$ cat src/isaPkg.sv
`default_nettype none

package isaPkg;

    // primary opcodes
    typedef enum logic [5:0] {
        opSpecial = 6'h00,  // R-type, look at funct
        opJ       = 6'h02,
        opJal     = 6'h03,
        opBeq     = 6'h04,
        opBne     = 6'h05,
        opBle     = 6'h06,
        opBgt     = 6'h07,
        opAddi    = 6'h08,
        opAddiu   = 6'h09,
        opLb      = 6'h20,
        opLh      = 6'h21,
        opLw      = 6'h23,
        opSb      = 6'h28,
        opSh      = 6'h29,
        opSw      = 6'h2b
    } opcodeT;

    // R-type function codes
    typedef enum logic [5:0] {
        fnJr    = 6'h08,
        fnBreak = 6'h0d,
        fnRte   = 6'h13,
        fnMult  = 6'h18,
        fnAdd   = 6'h20
    } functT;

    typedef enum logic [4:0] {
        clsAdd, clsAddi, clsAddiu,
        clsLw, clsLh, clsLb, clsSw, clsSh, clsSb,
        clsBeq, clsBne, clsBgt, clsBle,
        clsJ, clsJal, clsJr, clsBreak, clsRte,
        clsMult, clsInvalid
    } instrClassT;

endpackage

`default_nettype wire

$ cat src/ctrlPkg.sv
`default_nettype none

package ctrlPkg;

    typedef enum logic [4:0] {
        stResetInit,
        stFetchPc, stFetchWait, stFetchIr, stDecode,
        stAluExec, stArithWrite, stOverflow, stInvalid,
        stExcWait, stExcRead, stExcJump,
        stMemAddr, stMemRead, stMemWait, stMemLoadMdr,
        stLoadWord, stLoadHalf, stLoadByte,
        stStoreWord, stStoreHalf, stStoreByte,
        stBranch, stJalLink, stJump, stJr, stBreak, stRte,
        stMultStart, stMultWait, stMultWrite
    } ctrlStateT;

    typedef enum logic [2:0] {
        pcAluResult  = 3'd0,
        pcAluOut     = 3'd1,  // branch target computed in decode
        pcJumpTarget = 3'd2,
        pcExcVector  = 3'd3,  // vector word read into MDR
        pcEpc        = 3'd4
    } pcSrcT;

    typedef enum logic [2:0] {
        aluLoadA   = 3'd0,
        aluAdd     = 3'd1,
        aluSub     = 3'd2,
        aluCompare = 3'd7
    } aluOpT;

    typedef enum logic [1:0] {
        srcBReg, srcBFour, srcBImm, srcBImmShift
    } aluSrcBT;

    typedef enum logic [2:0] {
        addrPc          = 3'd0,
        addrAluOut      = 3'd1,
        addrInvalidVec  = 3'd2,
        addrOverflowVec = 3'd3
    } iOrDT;

    typedef enum logic [1:0] {
        dstRt, dstRd, dstRa, dstSp
    } regDstT;

    typedef enum logic [3:0] {
        wbAluOut    = 4'd0,
        wbMdrWord   = 4'd1,
        wbMdrPart   = 4'd2,  // byte or half, sized by twoBytes
        wbPc        = 4'd6,
        wbStackInit = 4'd7
    } memToRegT;

    // branch compare select, high = eq / greater
    typedef enum logic [1:0] {
        cmpNone = 2'd0,
        cmpLow  = 2'd1,
        cmpHigh = 2'd2
    } cmpSelT;

endpackage

`default_nettype wire

$ cat src/instrDecoder.sv
`timescale 1ns/1ps
`default_nettype none

module instrDecoder import isaPkg::*; (
    input  logic [5:0] opcode,
    input  logic [5:0] funct,
    output instrClassT instrClass
);

    always_comb begin
        instrClass = clsInvalid;
        case (opcode)
            opSpecial: begin
                case (funct)  // funct only matters for R-type
                    fnAdd:   instrClass = clsAdd;
                    fnJr:    instrClass = clsJr;
                    fnBreak: instrClass = clsBreak;
                    fnRte:   instrClass = clsRte;
                    fnMult:  instrClass = clsMult;
                    default: instrClass = clsInvalid;
                endcase
            end
            opAddi:  instrClass = clsAddi;
            opAddiu: instrClass = clsAddiu;
            opLw:    instrClass = clsLw;
            opLh:    instrClass = clsLh;
            opLb:    instrClass = clsLb;
            opSw:    instrClass = clsSw;
            opSh:    instrClass = clsSh;
            opSb:    instrClass = clsSb;
            opBeq:   instrClass = clsBeq;
            opBne:   instrClass = clsBne;
            opBgt:   instrClass = clsBgt;
            opBle:   instrClass = clsBle;
            opJ:     instrClass = clsJ;
            opJal:   instrClass = clsJal;
            default: instrClass = clsInvalid;  // unknown opcode raises the exception
        endcase
    end

endmodule

`default_nettype wire

$ cat src/mainSequencer.sv
`timescale 1ns/1ps
`default_nettype none

module mainSequencer import isaPkg::*, ctrlPkg::*; (
    input  logic       clk,
    input  logic       rst,
    input  instrClassT instrClass,
    input  logic       overflow,
    input  logic       multDone,
    output ctrlStateT  state
);

    ctrlStateT nextState;

    always_ff @(posedge clk) begin
        if (rst)
            state <= stResetInit;
        else
            state <= nextState;
    end

    // class stays valid from decode until the next fetch
    always_comb begin
        nextState = state;
        case (state)
            stResetInit: nextState = stFetchPc;
            stFetchPc:   nextState = stFetchWait;
            stFetchWait: nextState = stFetchIr;
            stFetchIr:   nextState = stDecode;
            stDecode: begin
                case (instrClass)
                    clsAdd, clsAddi, clsAddiu:               nextState = stAluExec;
                    clsLw, clsLh, clsLb, clsSw, clsSh, clsSb: nextState = stMemAddr;
                    clsBeq, clsBne, clsBgt, clsBle:          nextState = stBranch;
                    clsJ:     nextState = stJump;
                    clsJal:   nextState = stJalLink;
                    clsJr:    nextState = stJr;
                    clsBreak: nextState = stBreak;
                    clsRte:   nextState = stRte;
                    clsMult:  nextState = stMultStart;
                    default:  nextState = stInvalid;
                endcase
            end
            stAluExec: begin
                if (overflow && instrClass != clsAddiu)  // addiu never traps
                    nextState = stOverflow;
                else
                    nextState = stArithWrite;
            end
            stOverflow, stInvalid: nextState = stExcWait;
            stExcWait: nextState = stExcRead;
            stExcRead: nextState = stExcJump;
            stMemAddr: nextState = (instrClass == clsSw) ? stStoreWord : stMemRead;
            stMemRead: nextState = stMemWait;
            stMemWait: nextState = stMemLoadMdr;
            stMemLoadMdr: begin
                case (instrClass)
                    clsLw:   nextState = stLoadWord;
                    clsLh:   nextState = stLoadHalf;
                    clsLb:   nextState = stLoadByte;
                    clsSh:   nextState = stStoreHalf;
                    default: nextState = stStoreByte;
                endcase
            end
            stJalLink:   nextState = stJump;
            stMultStart: nextState = stMultWait;
            stMultWait:  nextState = multDone ? stMultWrite : stMultWait;
            stArithWrite, stExcJump,
            stLoadWord, stLoadHalf, stLoadByte,
            stStoreWord, stStoreHalf, stStoreByte,
            stBranch, stJump, stJr, stBreak, stRte,
            stMultWrite: nextState = stFetchPc;
            default:     nextState = stResetInit;
        endcase
    end

endmodule

`default_nettype wire

$ cat src/controlOutputs.sv
`timescale 1ns/1ps
`default_nettype none

module controlOutputs import isaPkg::*, ctrlPkg::*; (
    input  ctrlStateT  state,
    input  instrClassT instrClass,
    output logic       pcWriteCond,
    output logic       pcWrite,
    output logic       wdSrc,
    output logic       memWrite,
    output logic       irWrite,
    output logic       regWrite,
    output logic       regALoad,
    output logic       regBLoad,
    output logic       aluSrcA,
    output logic       epcWrite,
    output logic       aluOutSrc,
    output logic       aluOutWrite,
    output logic       twoBytes,
    output logic       store,
    output logic       hiLoSrc,
    output logic       hiLoWrite,
    output logic       mdrLoad,
    output logic       multInit,
    output cmpSelT     eqOrNe,
    output cmpSelT     gtOrLt,
    output pcSrcT      pcSrc,
    output aluOpT      aluOp,
    output aluSrcBT    aluSrcB,
    output iOrDT       iOrD,
    output regDstT     regDst,
    output memToRegT   memToReg
);

    always_comb begin
        pcWriteCond = 1'b0;
        pcWrite     = 1'b0;
        wdSrc       = 1'b0;
        memWrite    = 1'b0;
        irWrite     = 1'b0;
        regWrite    = 1'b0;
        regALoad    = 1'b0;
        regBLoad    = 1'b0;
        aluSrcA     = 1'b0;  // 0 = PC, 1 = reg A
        epcWrite    = 1'b0;
        aluOutSrc   = 1'b0;  // ALUOut only ever takes the ALU result
        aluOutWrite = 1'b0;
        twoBytes    = 1'b0;
        store       = 1'b0;
        hiLoSrc     = 1'b0;
        hiLoWrite   = 1'b0;
        mdrLoad     = 1'b0;
        multInit    = 1'b0;
        eqOrNe      = cmpNone;
        gtOrLt      = cmpNone;
        pcSrc       = pcAluResult;
        aluOp       = aluLoadA;
        aluSrcB     = srcBReg;
        iOrD        = addrPc;
        regDst      = dstRt;
        memToReg    = wbAluOut;

        case (state)
            stResetInit: begin
                regWrite = 1'b1;
                regDst   = dstSp;
                memToReg = wbStackInit;
            end
            stFetchPc: begin  // read at PC, PC += 4
                pcWrite = 1'b1;
                aluSrcB = srcBFour;
                aluOp   = aluAdd;
            end
            stFetchIr: irWrite = 1'b1;
            stDecode: begin
                regALoad    = 1'b1;
                regBLoad    = 1'b1;
                aluSrcB     = srcBImmShift;  // speculative branch target
                aluOp       = aluAdd;
                aluOutWrite = 1'b1;
            end
            stAluExec: begin
                aluSrcA     = 1'b1;
                aluSrcB     = (instrClass == clsAdd) ? srcBReg : srcBImm;
                aluOp       = aluAdd;
                aluOutWrite = 1'b1;
            end
            stArithWrite: begin
                regWrite = 1'b1;
                regDst   = (instrClass == clsAdd) ? dstRd : dstRt;
            end
            stOverflow, stInvalid: begin
                epcWrite = 1'b1;  // EPC gets PC - 4
                aluSrcB  = srcBFour;
                aluOp    = aluSub;
                iOrD     = (state == stOverflow) ? addrOverflowVec : addrInvalidVec;
            end
            stExcRead: mdrLoad = 1'b1;
            stExcJump: begin
                pcWrite = 1'b1;
                pcSrc   = pcExcVector;
            end
            stMemAddr: begin
                aluSrcA     = 1'b1;
                aluSrcB     = srcBImm;
                aluOp       = aluAdd;
                aluOutWrite = 1'b1;
            end
            stMemRead:    iOrD = addrAluOut;
            stMemLoadMdr: mdrLoad = 1'b1;
            stLoadWord: begin
                regWrite = 1'b1;
                memToReg = wbMdrWord;
            end
            stLoadHalf, stLoadByte: begin
                regWrite = 1'b1;
                memToReg = wbMdrPart;
                twoBytes = (state == stLoadHalf);
            end
            stStoreWord: begin
                memWrite = 1'b1;
                iOrD     = addrAluOut;
            end
            stStoreHalf, stStoreByte: begin  // merge into the word read back
                memWrite = 1'b1;
                iOrD     = addrAluOut;
                wdSrc    = 1'b1;
                store    = 1'b1;
                twoBytes = (state == stStoreHalf);
            end
            stBranch: begin
                aluSrcA     = 1'b1;
                pcSrc       = pcAluOut;
                pcWriteCond = 1'b1;
                case (instrClass)
                    clsBeq: begin
                        aluOp  = aluSub;
                        eqOrNe = cmpHigh;
                    end
                    clsBne: begin
                        aluOp  = aluSub;
                        eqOrNe = cmpLow;
                    end
                    clsBgt: begin
                        aluOp  = aluCompare;
                        gtOrLt = cmpHigh;
                    end
                    default: begin  // ble
                        aluOp  = aluCompare;
                        gtOrLt = cmpLow;
                    end
                endcase
            end
            stJalLink: begin
                regWrite = 1'b1;
                regDst   = dstRa;
                memToReg = wbPc;
            end
            stJump: begin
                pcWrite = 1'b1;
                pcSrc   = pcJumpTarget;
            end
            stJr: begin
                pcWrite = 1'b1;
                aluSrcA = 1'b1;  // pass rs straight through
            end
            stBreak: begin  // back to the break itself
                pcWrite = 1'b1;
                aluSrcB = srcBFour;
                aluOp   = aluSub;
            end
            stRte: begin
                pcWrite = 1'b1;
                pcSrc   = pcEpc;
            end
            stMultStart: multInit = 1'b1;
            stMultWrite: begin
                hiLoSrc   = 1'b1;
                hiLoWrite = 1'b1;
            end
            default: ;  // wait states
        endcase
    end

endmodule

`default_nettype wire

$ cat src/multWaitTimer.sv
`timescale 1ns/1ps
`default_nettype none

module multWaitTimer #(
    parameter int multCycles = 33
) (
    input  logic clk,
    input  logic rst,
    input  logic start,
    output logic multDone
);

    localparam int cntW = $clog2(multCycles + 1);

    logic [cntW-1:0] count;
    logic            busy;

    always_ff @(posedge clk) begin
        if (rst) begin
            busy  <= 1'b0;
            count <= '0;
        end else if (start) begin
            busy  <= 1'b1;
            count <= cntW'(multCycles - 1);  // last busy cycle hits zero
        end else if (busy) begin
            if (count == '0)
                busy <= 1'b0;
            else
                count <= count - 1'b1;
        end
    end

    assign multDone = busy && (count == '0);

endmodule

`default_nettype wire

$ cat src/controlUnit.sv
`timescale 1ns/1ps
`default_nettype none

module controlUnit import isaPkg::*, ctrlPkg::*; #(
    parameter int multCycles = 33
) (
    input  logic       clk,
    input  logic       rst,
    input  logic [5:0] opcode,
    input  logic [5:0] funct,
    input  logic       overflow,
    output logic       pcWriteCond,
    output logic       pcWrite,
    output logic       wdSrc,
    output logic       memWrite,
    output logic       irWrite,
    output logic       regWrite,
    output logic       regALoad,
    output logic       regBLoad,
    output logic       aluSrcA,
    output logic       epcWrite,
    output logic       aluOutSrc,
    output logic       aluOutWrite,
    output logic       twoBytes,
    output logic       store,
    output logic       hiLoSrc,
    output logic       hiLoWrite,
    output logic       mdrLoad,
    output logic       multInit,
    output cmpSelT     eqOrNe,
    output cmpSelT     gtOrLt,
    output pcSrcT      pcSrc,
    output aluOpT      aluOp,
    output aluSrcBT    aluSrcB,
    output iOrDT       iOrD,
    output regDstT     regDst,
    output memToRegT   memToReg
);

    instrClassT instrClass;
    ctrlStateT  state;
    logic       multDone;

    instrDecoder i_decoder (
        .opcode     (opcode),
        .funct      (funct),
        .instrClass (instrClass)
    );

    mainSequencer i_sequencer (
        .clk        (clk),
        .rst        (rst),
        .instrClass (instrClass),
        .overflow   (overflow),
        .multDone   (multDone),
        .state      (state)
    );

    controlOutputs i_outputs (
        .state       (state),
        .instrClass  (instrClass),
        .pcWriteCond (pcWriteCond),
        .pcWrite     (pcWrite),
        .wdSrc       (wdSrc),
        .memWrite    (memWrite),
        .irWrite     (irWrite),
        .regWrite    (regWrite),
        .regALoad    (regALoad),
        .regBLoad    (regBLoad),
        .aluSrcA     (aluSrcA),
        .epcWrite    (epcWrite),
        .aluOutSrc   (aluOutSrc),
        .aluOutWrite (aluOutWrite),
        .twoBytes    (twoBytes),
        .store       (store),
        .hiLoSrc     (hiLoSrc),
        .hiLoWrite   (hiLoWrite),
        .mdrLoad     (mdrLoad),
        .multInit    (multInit),
        .eqOrNe      (eqOrNe),
        .gtOrLt      (gtOrLt),
        .pcSrc       (pcSrc),
        .aluOp       (aluOp),
        .aluSrcB     (aluSrcB),
        .iOrD        (iOrD),
        .regDst      (regDst),
        .memToReg    (memToReg)
    );

    // multInit doubles as the timer start
    multWaitTimer #(
        .multCycles (multCycles)
    ) i_multTimer (
        .clk      (clk),
        .rst      (rst),
        .start    (multInit),
        .multDone (multDone)
    );

endmodule

`default_nettype wire

$ cat config.mk
export PLATFORM = sky130hd
export DESIGN_NAME = controlUnit
export DESIGN_NICKNAME = d
export VERILOG_FILES = /design/src/isaPkg.sv /design/src/ctrlPkg.sv /design/src/instrDecoder.sv /design/src/mainSequencer.sv /design/src/controlOutputs.sv /design/src/multWaitTimer.sv /design/src/controlUnit.sv
export SDC_FILE = /design/constraint.sdc
export NUM_CORES = 1
export LEC_CHECK = 0
export CAP_MARGIN = 20
export CORE_MARGIN = 2
export CORE_UTILIZATION = 60
export DETAILED_ROUTE_END_ITERATION = 10
export DONT_BUFFER_PORTS = 1
export GPL_TIMING_DRIVEN = 0
export PLACE_DENSITY = 0.86
export SKIP_CTS_REPAIR_TIMING = 1
export SYNTH_ARGS = -nofsm -noshare
export SYNTH_HDL_FRONTEND = slang
export SYNTH_HIERARCHICAL = 1
export SYNTH_SLANG_ARGS = --single-unit
$ cat constraint.sdc
create_clock -name clk -period 3.75 [get_ports clk]
set_input_delay 0.1875 -clock clk [delete_from_list [all_inputs] [get_ports clk]]
set_output_delay 0.1875 -clock clk [all_outputs]
set_load 0.03 [all_outputs]
==> results of run 1 <==
## logic make-up (layout without fill, tap and decap cells)
family	count (synthesis)	count (layout)	synth area share
XOR/XNOR	8	8	0.0327
flip-flops	12	12	0.112
multiplexers	4	4	0.0187
AO/OA/AOI/OAI	87	87	0.279
AND/OR/NAND/NOR	141	141	0.397
other	1	3	0.00175
adder cells (fa/ha/maj)	2	2	0.0117
buffers and inverters	48	55	0.147
## power by group
group	total [mW]	switching [mW]	internal, mW
Sequential	0.166	0.0265	0.140
Clock	0.100	0.0415	0.0590
Combinational	0.696	0.462	0.234
Total	0.963	0.530	0.433
## synth_stat cells (all sizes together), types with 8 or more instances
| cell | instances |
|---|---|
| nor3 | 17 |
| a21oi | 19 |
| nor2 | 27 |
| nand2 | 17 |
| a31oi | 11 |
| nand3 | 9 |
| dfxtp | 12 |
| nor4 | 8 |
| buf | 31 |
| o21ai | 11 |
| inv | 14 |
| nand2b | 12 |
## per-stage QoR
stage,area [sq um],instances,util
finish,2270,358,0.669
global route,2270,358,0.669
CTS,2260,357,0.666
detailed placement,2220,353,0.655
global placement,2210,351,0.652
floorplan,2150,305,-
## registers in the layout, summed over array words and instances (netlist names)
name	cells
i_multTimer/count	6
i_sequencer/state	5
i_multTimer/busy	1
## final timing paths
| path | from | end | slack (ps) |
|---|---|---|---|
| max | i_sequencer/state[1] | hiLoWrite | 1230 |
| min reg2reg | i_multTimer/count[0] | i_multTimer/count[0] | 520 |
| max reg2reg | i_sequencer/state[1] | i_multTimer/count[3] | 1520 |
| min | rst | i_multTimer/count[3] | 10 |
## routing by layer
layer	share of wire	wire, microns
met3	0.074	388
met1	0.45	2360
met5	0	0
met4	0.0047	25
met2	0.47	2500
## area by class of cell
type	instances	share of cell area
Inverter	14	0.0232
Tap cell	46	0.0254
Multi-Input combinational cell	245	0.705
Sequential cell	12	0.106
Clock buffer	4	0.0160
Timing Repair Buffer	3	0.00883
Buffer	34	0.116
## worst max-delay path, delay by kind of cell (launching register included)
kind / cells / cell delay, ps
AND/OR/NAND/NOR: 1 / 820
buffers and inverters: 4 / 790
flip-flops: 1 / 450
==> flow_summary.json, run 1 <==
{
  "ios": 54,
  "track_usage": 0.254,
  "synth_area_leaders": "dfxtp_1 (11%), nor2_1 (4.6%), a21oi_1 (4.4%), buf_4 (3.5%), nand2b_1 (3.5%)",
  "port_buffers": 0,
  "synthFlopType": "dfxtp_1",
  "gp_congestion": 0.939,
  "grt.met1_usage": 0.330,
  "ant_nets": 0,
  "overflow": 0,
  "use_met2": 0.438,
  "power_density_nw_per_um2": 425,
  "syn_to_final_growth_pct": 5.66,
  "multiInputGateArea_sq_um": 1600,
  "fin_nets": 330,
  "fmax_mhz": 397,
  "drive_gt1_frac": 0.176,
  "crit_path_end_kind": "output port",
  "avgSynthCellArea_sq_um": 7.08,
  "vias_per_cell": 6.46,
  "hp-class": "in -> reg",
  "syn_inst": 303,
  "status": "complete, no violations",
  "busiest_layer": "met2",
  "hold_viol": 0,
  "numCtsBuffers": 3,
  "clock-sinks": 12,
  "die_area_sq_um": 4070,
  "whs_ps": 12.0,
  "grt_antenna_before_repair": 0,
  "drt_iter0_markers": 250,
  "r2r_cells": 8,
  "yosysTopAreaCellShare": 0.112,
  "start_util": 0.633,
  "setup_violations": 0,
  "async_flop_share": 0,
  "grt_pass1_vias": 2037,
  "row_count": 21,
  "met3_usage": 0.0528,
  "period_minus_slack_ps": 2520,
  "path_class": "reg -> out",
  "core_sq_um": 3390,
  "drt_wl_total_microns": 5270,
  "layout_common_cells": "nor2_1 (26), a21oi_1 (19), nand2_1 (17)",
  "ys_warn_count": 6,
  "cp_data_arrival_time_ps": 2330,
  "critPathLaunchType": "flip-flop",
  "hpwl_microns": 3860,
  "cts_root_buffer": "clkbuf_4",
  "h-tree-depth": 1,
  "ff_latch_area_sq_um": 240,
  "worstMarginPinSlew_ps": 1030,
  "clock_skew_ps": 2.84,
  "path_cells": "buf_2, buf_6, inv_1, nor3_1, buf_4",
  "die_w_microns": 63.8,
  "ys_seq_area_frac": 0.112,
  "nFillCells": 293,
  "synth_edf_count": 0,
  "final_common_cell": "nor2_1",
  "drv_cap": 0,
  "via_count": 2311,
  "critPathRequiredTime_ps": 3560,
  "cp_slowest_cell": "nor3_1",
  "leakage_nw": 0.820,
  "fin_ws_ps": 1230,
  "synth.distinct_cells": 79,
  "crit_fanout": 10,
  "drc": 0,
  "grt_max_degree": 12,
  "slew_viol_final": 0,
  "drtPass1Iterations": 4,
  "rsz0062_at_grt": "false",
  "synth_area_leader_cell": "dfxtp_1",
  "antenna_cells": 0,
  "finalCritPeriodShare": 0.672,
  "clk_pin_slew_ps": 70,
  "grt_pass1_wl_microns": 8800,
  "max_stage_delay_ps": 820,
  "die_y_microns": 63.8,
  "power_mw": 0.963,
  "clock_latency_ps": 270,
  "netlist_area_sq_um": 2140,
  "setup-tns-final_ps": 0,
  "peakVddDrop_mv": 0.279,
  "wl_per_cell_microns": 14.7,
  "cts_tree": "done",
  "dp_slack_ps": 1320,
  "hold_depth": 1,
  "ys_seq_elements": 12,
  "cts_buffer_depth": 2,
  "slew_headroom": 0.309
}
(Power assumes the default switching activity.)
==> run 2, diff against run 1 <==
- clock period: 3.75 -> 2.62 ns (I/O delays scaled with it)
==> flow_summary.json, run 2 (synthesized netlist as in run 1, its figures left out) <==
{
  "status": "complete, no violations",
  "period_minus_slack_ps": 2470,
  "clock_skew_ps": 2.57,
  "ant_nets": 0,
  "overflow": 0,
  "grt_pass1_wl_microns": 8800,
  "fmax_mhz": 404,
  "setup-tns-final_ps": 0,
  "p_switching_mw": 0.762,
  "wl_per_cell_microns": 14.8,
  "critPathRequiredTime_ps": 2490,
  "dp_slack_ps": 264,
  "critPathLaunchType": "flip-flop",
  "largest_register": "i_multTimer/count",
  "setup_violations": 0,
  "cts_buffer_depth": 2,
  "max_stage_delay_ps": 820,
  "core_sq_um": 3390,
  "syn_to_final_growth_pct": 5.66,
  "hp-class": "in -> reg",
  "power_density_nw_per_um2": 610,
  "drt_wl_total_microns": 5290,
  "hpwl_microns": 3860,
  "die_area_sq_um": 4070,
  "power_frac_comb": 0.722,
  "clock_latency_ps": 280,
  "reg_top3": "i_multTimer/count: 6 flops, i_sequencer/state: 5 flops, i_multTimer/busy: 1 flops",
  "hold_viol": 0,
  "drive_gt1_frac": 0.176,
  "grt_pass1_vias": 2037,
  "crit_path_end_kind": "output port",
  "drtPass1Iterations": 5,
  "grt_max_degree": 12,
  "h-tree-depth": 1,
  "die_y_microns": 63.8,
  "cp_slowest_cell": "nor3_1",
  "start_util": 0.633,
  "p_int_mw": 0.620,
  "final_common_cell": "nor2_1",
  "cts_root_buffer": "clkbuf_4",
  "fin_nets": 330,
  "p_clk_frac": 0.106,
  "via_count": 2327,
  "clock-sinks": 12,
  "die_w_microns": 63.8,
  "whs_ps": 50.7,
  "fin_ws_ps": 146,
  "slew_viol_final": 0,
  "drv_cap": 0,
  "cts_tree": "done",
  "seq_power_share": 0.172,
  "port_buffers": 0,
  "ios": 54,
  "cp_data_arrival_time_ps": 2340,
  "row_count": 21,
  "track_usage": 0.254,
  "power_mw": 1.38,
  "largest_register_ffs": 6,
  "worstMarginPinSlew_ps": 1030,
  "drc": 0,
  "clk_pin_slew_ps": 70,
  "leakage_nw": 0.820,
  "peakVddDrop_mv": 0.407,
  "slew_headroom": 0.309,
  "drt_iter0_markers": 284,
  "path_cells": "buf_2, buf_6, inv_1, nor3_1, buf_4",
  "crit_fanout": 10,
  "path_class": "reg -> out",
  "rsz0062_at_grt": "false",
  "sw_frac_of_total": 0.552,
  "vias_per_cell": 6.50,
  "antenna_cells": 0,
  "numCtsBuffers": 3,
  "gp_congestion": 0.939,
  "grt_antenna_before_repair": 0,
  "layout_common_cells": "nor2_1 (26), a21oi_1 (19), nand2_1 (17)",
  "finalCritPeriodShare": 0.944
}
run 2: cell counts in the layout (fill, tap and decap cells not counted):
No cell type changed its count.
run 2: through the flow:
| step | instance area (sq um) | util | instances |
|---|---|---|---|
| floorplan | 2150 | - | 305 |
| global placement | 2210 | 0.652 | 351 |
| detailed placement | 2220 | 0.655 | 353 |
| CTS | 2260 | 0.666 | 357 |
| global route | 2270 | 0.669 | 358 |
| finish | 2270 | 0.669 | 358 |
run 2: final timing paths:
kind / startpoint / to / slack (ps) / cells past startpoint
setup / recovery: i_sequencer/state[1] / hiLoWrite / 150 / 5
hold / removal: rst / i_sequencer/state[0] / 50 / 2
setup reg to reg: i_sequencer/state[1] / i_multTimer/count[3] / 380 / 8
hold reg to reg: i_multTimer/count[3] / i_multTimer/count[3] / 520 / 1
run 2: layout make-up:
cell class / instances / area, sq um
Sequential cell: 12 / 240
Fill cell: 293 / 1120
Multi-Input combinational cell: 245 / 1600
Buffer: 34 / 263
Timing Repair Buffer: 3 / 20.0
Inverter: 14 / 52.6
Clock buffer: 4 / 36.3
Tap cell: 46 / 57.6
run 2: power groups by stage:
stage	Combinational, mW	Clock, mW	Sequential (mW)
6_report	0.998	0.146	0.238
3_5_place_dp	0.981	0	0.240
4_1_cts	0.985	0.147	0.236
5_1_grt	1.07	0.156	0.242
3_3_place_gp	0.960	0	0.238
2_1_floorplan	0.856	0	0.228
run 2: routing by layer:
layer	routed length (microns)	GRT usage	share of wire
met5	0	0	0
met4	27	0.0408	0.0051
met3	409	0.0528	0.077
met2	2490	0.438	0.47
met1	2360	0.330	0.45
run 2: critical path, delay by kind of cell, from the launching register on:
family,cells,cell delay [ps]
simple gates,1,820
buf+inv,4,790
flops,1,450
==> run 3, diff against run 2 <==
- CELL_PAD_IN_SITES_DETAIL_PLACEMENT: not set -> 1
- CELL_PAD_IN_SITES_GLOBAL_PLACEMENT: not set -> 1
- CORE_UTILIZATION: 60 -> 46
- PLACE_DENSITY: 0.86 -> 0.91
==> flow_summary.json, run 3 (synthesized netlist as in run 1, its figures left out) <==
{
  "worstMarginPinSlew_ps": 1040,
  "drive_gt1_frac": 0.176,
  "critPathRequiredTime_ps": 2490,
  "grt_pass1_wl_microns": 10500,
  "power_mw": 1.47,
  "die_w_microns": 72.3,
  "drt_iter0_markers": 117,
  "worstHoldStart": "rst",
  "p_int_mw": 0.669,
  "critPathLaunchType": "flip-flop",
  "path_cells": "buf_2, buf_6, inv_1, nor3_1, buf_4",
  "power_density_nw_per_um2": 640,
  "status": "complete, no violations",
  "grt_antenna_before_repair": 0,
  "finalCritPeriodShare": 0.934,
  "worst_r2r_endpoint": "i_multTimer/count[3]",
  "r2r_cells": 8,
  "drc": 0,
  "wl_per_cell_microns": 17.8,
  "place_inst": 359,
  "gp_congestion": 0.875,
  "track_usage": 0.246,
  "overflow": 0,
  "nFillCells": 578,
  "sw_frac_of_total": 0.544,
  "hpwl_microns": 4910,
  "cts_buffer_depth": 2,
  "die_area_sq_um": 5220,
  "grt_max_degree": 12,
  "cts_root_buffer": "clkbuf_8",
  "port_buffers": 0,
  "numCtsBuffers": 3,
  "p_switching_mw": 0.799,
  "fin_nets": 330,
  "max_stage_delay_ps": 840,
  "r2r-start": "i_sequencer/state[1]",
  "r2r_slack_ps": 240,
  "worstSetupEndpoint": "hiLoWrite",
  "path_class": "reg -> out",
  "rsz0062_at_grt": "false",
  "h-tree-depth": 1,
  "row_count": 24,
  "ant_nets": 0,
  "clk_pin_slew_ps": 50,
  "whs_ps": 1.36,
  "syn_to_final_growth_pct": 6.88,
  "slew_headroom": 0.302,
  "hp-class": "in -> reg",
  "hold_viol": 0,
  "clock_latency_ps": 250,
  "crit_fanout": 10,
  "start_util": 0.486,
  "via_count": 2323,
  "ios": 54,
  "cp_slowest_cell": "nor3_1",
  "fmax_mhz": 409,
  "peakVddDrop_mv": 0.303,
  "multiInputGateArea_sq_um": 1600,
  "crit_path_end_kind": "output port",
  "p_clk_frac": 0.139,
  "ff_latch_area_sq_um": 240,
  "clock_skew_ps": 3.87,
  "slew_viol_final": 0,
  "setup-tns-final_ps": 0,
  "period_minus_slack_ps": 2450,
  "cp.depth": 5,
  "reg_top3": "i_multTimer/count: 6 flops, i_sequencer/state: 5 flops, i_multTimer/busy: 1 flops",
  "crit_start": "i_sequencer/state[1]",
  "seq_power_share": 0.163,
  "clock-sinks": 12,
  "final_common_cell": "nor2_1",
  "leakage_nw": 0.828,
  "hold_depth": 1,
  "setup_violations": 0,
  "antenna_cells": 0,
  "cp_data_arrival_time_ps": 2320,
  "layout_common_cells": "nor2_1 (26), a21oi_1 (19), nand2_1 (17)",
  "drtPass1Iterations": 4,
  "grt_pass1_vias": 2295,
  "vias_per_cell": 6.38,
  "power_frac_comb": 0.698,
  "critPathTopFamily": "simple AND/OR/NAND/NOR gates",
  "drt_wl_total_microns": 6470,
  "largest_register": "i_multTimer/count",
  "instances_no_fill": 364,
  "largest_register_ffs": 6,
  "core_sq_um": 4410,
  "cts_tree": "done",
  "drv_cap": 0,
  "critPathBufInv": 4,
  "die_y_microns": 72.3
}
==> run 3: final cells by class <==
cell class | instances | share of cell area
multi-input cells | 245 | 0.697
plain buffers | 34 | 0.115
flip-flops and latches | 12 | 0.105
well taps | 52 | 0.0284
clock buffers | 4 | 0.0240
inverters | 14 | 0.0229
repair buffers | 3 | 0.00873
==> run 3: worst min-delay path by stage <==
| stage | endpoint | slack [ps] |
|---|---|---|
| 6_report | i_multTimer/count[3] | 1 |
| 5_1_grt | i_multTimer/count[3] | 10 |
| 3_3_place_gp | i_multTimer/count[5] | 200 |
| 2_1_floorplan | i_multTimer/busy | 200 |
| 3_5_place_dp | i_multTimer/busy | 200 |
| 4_1_cts | i_multTimer/count[5] | -50 |
==> run 3: power groups by stage <==
stage / combinational [mW] / clock [mW] / sequential, mW
2_1_floorplan: 0.856 / 0 / 0.228
3_3_place_gp: 0.977 / 0 / 0.240
3_5_place_dp: 1.02 / 0 / 0.242
4_1_cts: 1.02 / 0.208 / 0.238
5_1_grt: 1.10 / 0.212 / 0.242
6_report: 1.02 / 0.205 / 0.239
==> run 3: through the flow <==
stage	util	area, sq um	setup WS [ps]
global route	0.519	2290	3.64
floorplan	-	2150	494
finish	0.519	2290	173
detailed placement	0.505	2230	153
CTS	0.517	2280	175
global placement	0.502	2220	219
==> run 3: metal layers <==
metal | track usage | up-vias | part of all wire
li1 | - | 1139 | -
met1 | 0.304 | 1110 | 0.45
met2 | 0.453 | 67 | 0.49
met3 | 0.0333 | 7 | 0.055
met4 | 0.0482 | 0 | 0.0071
met5 | 0 | - | 0
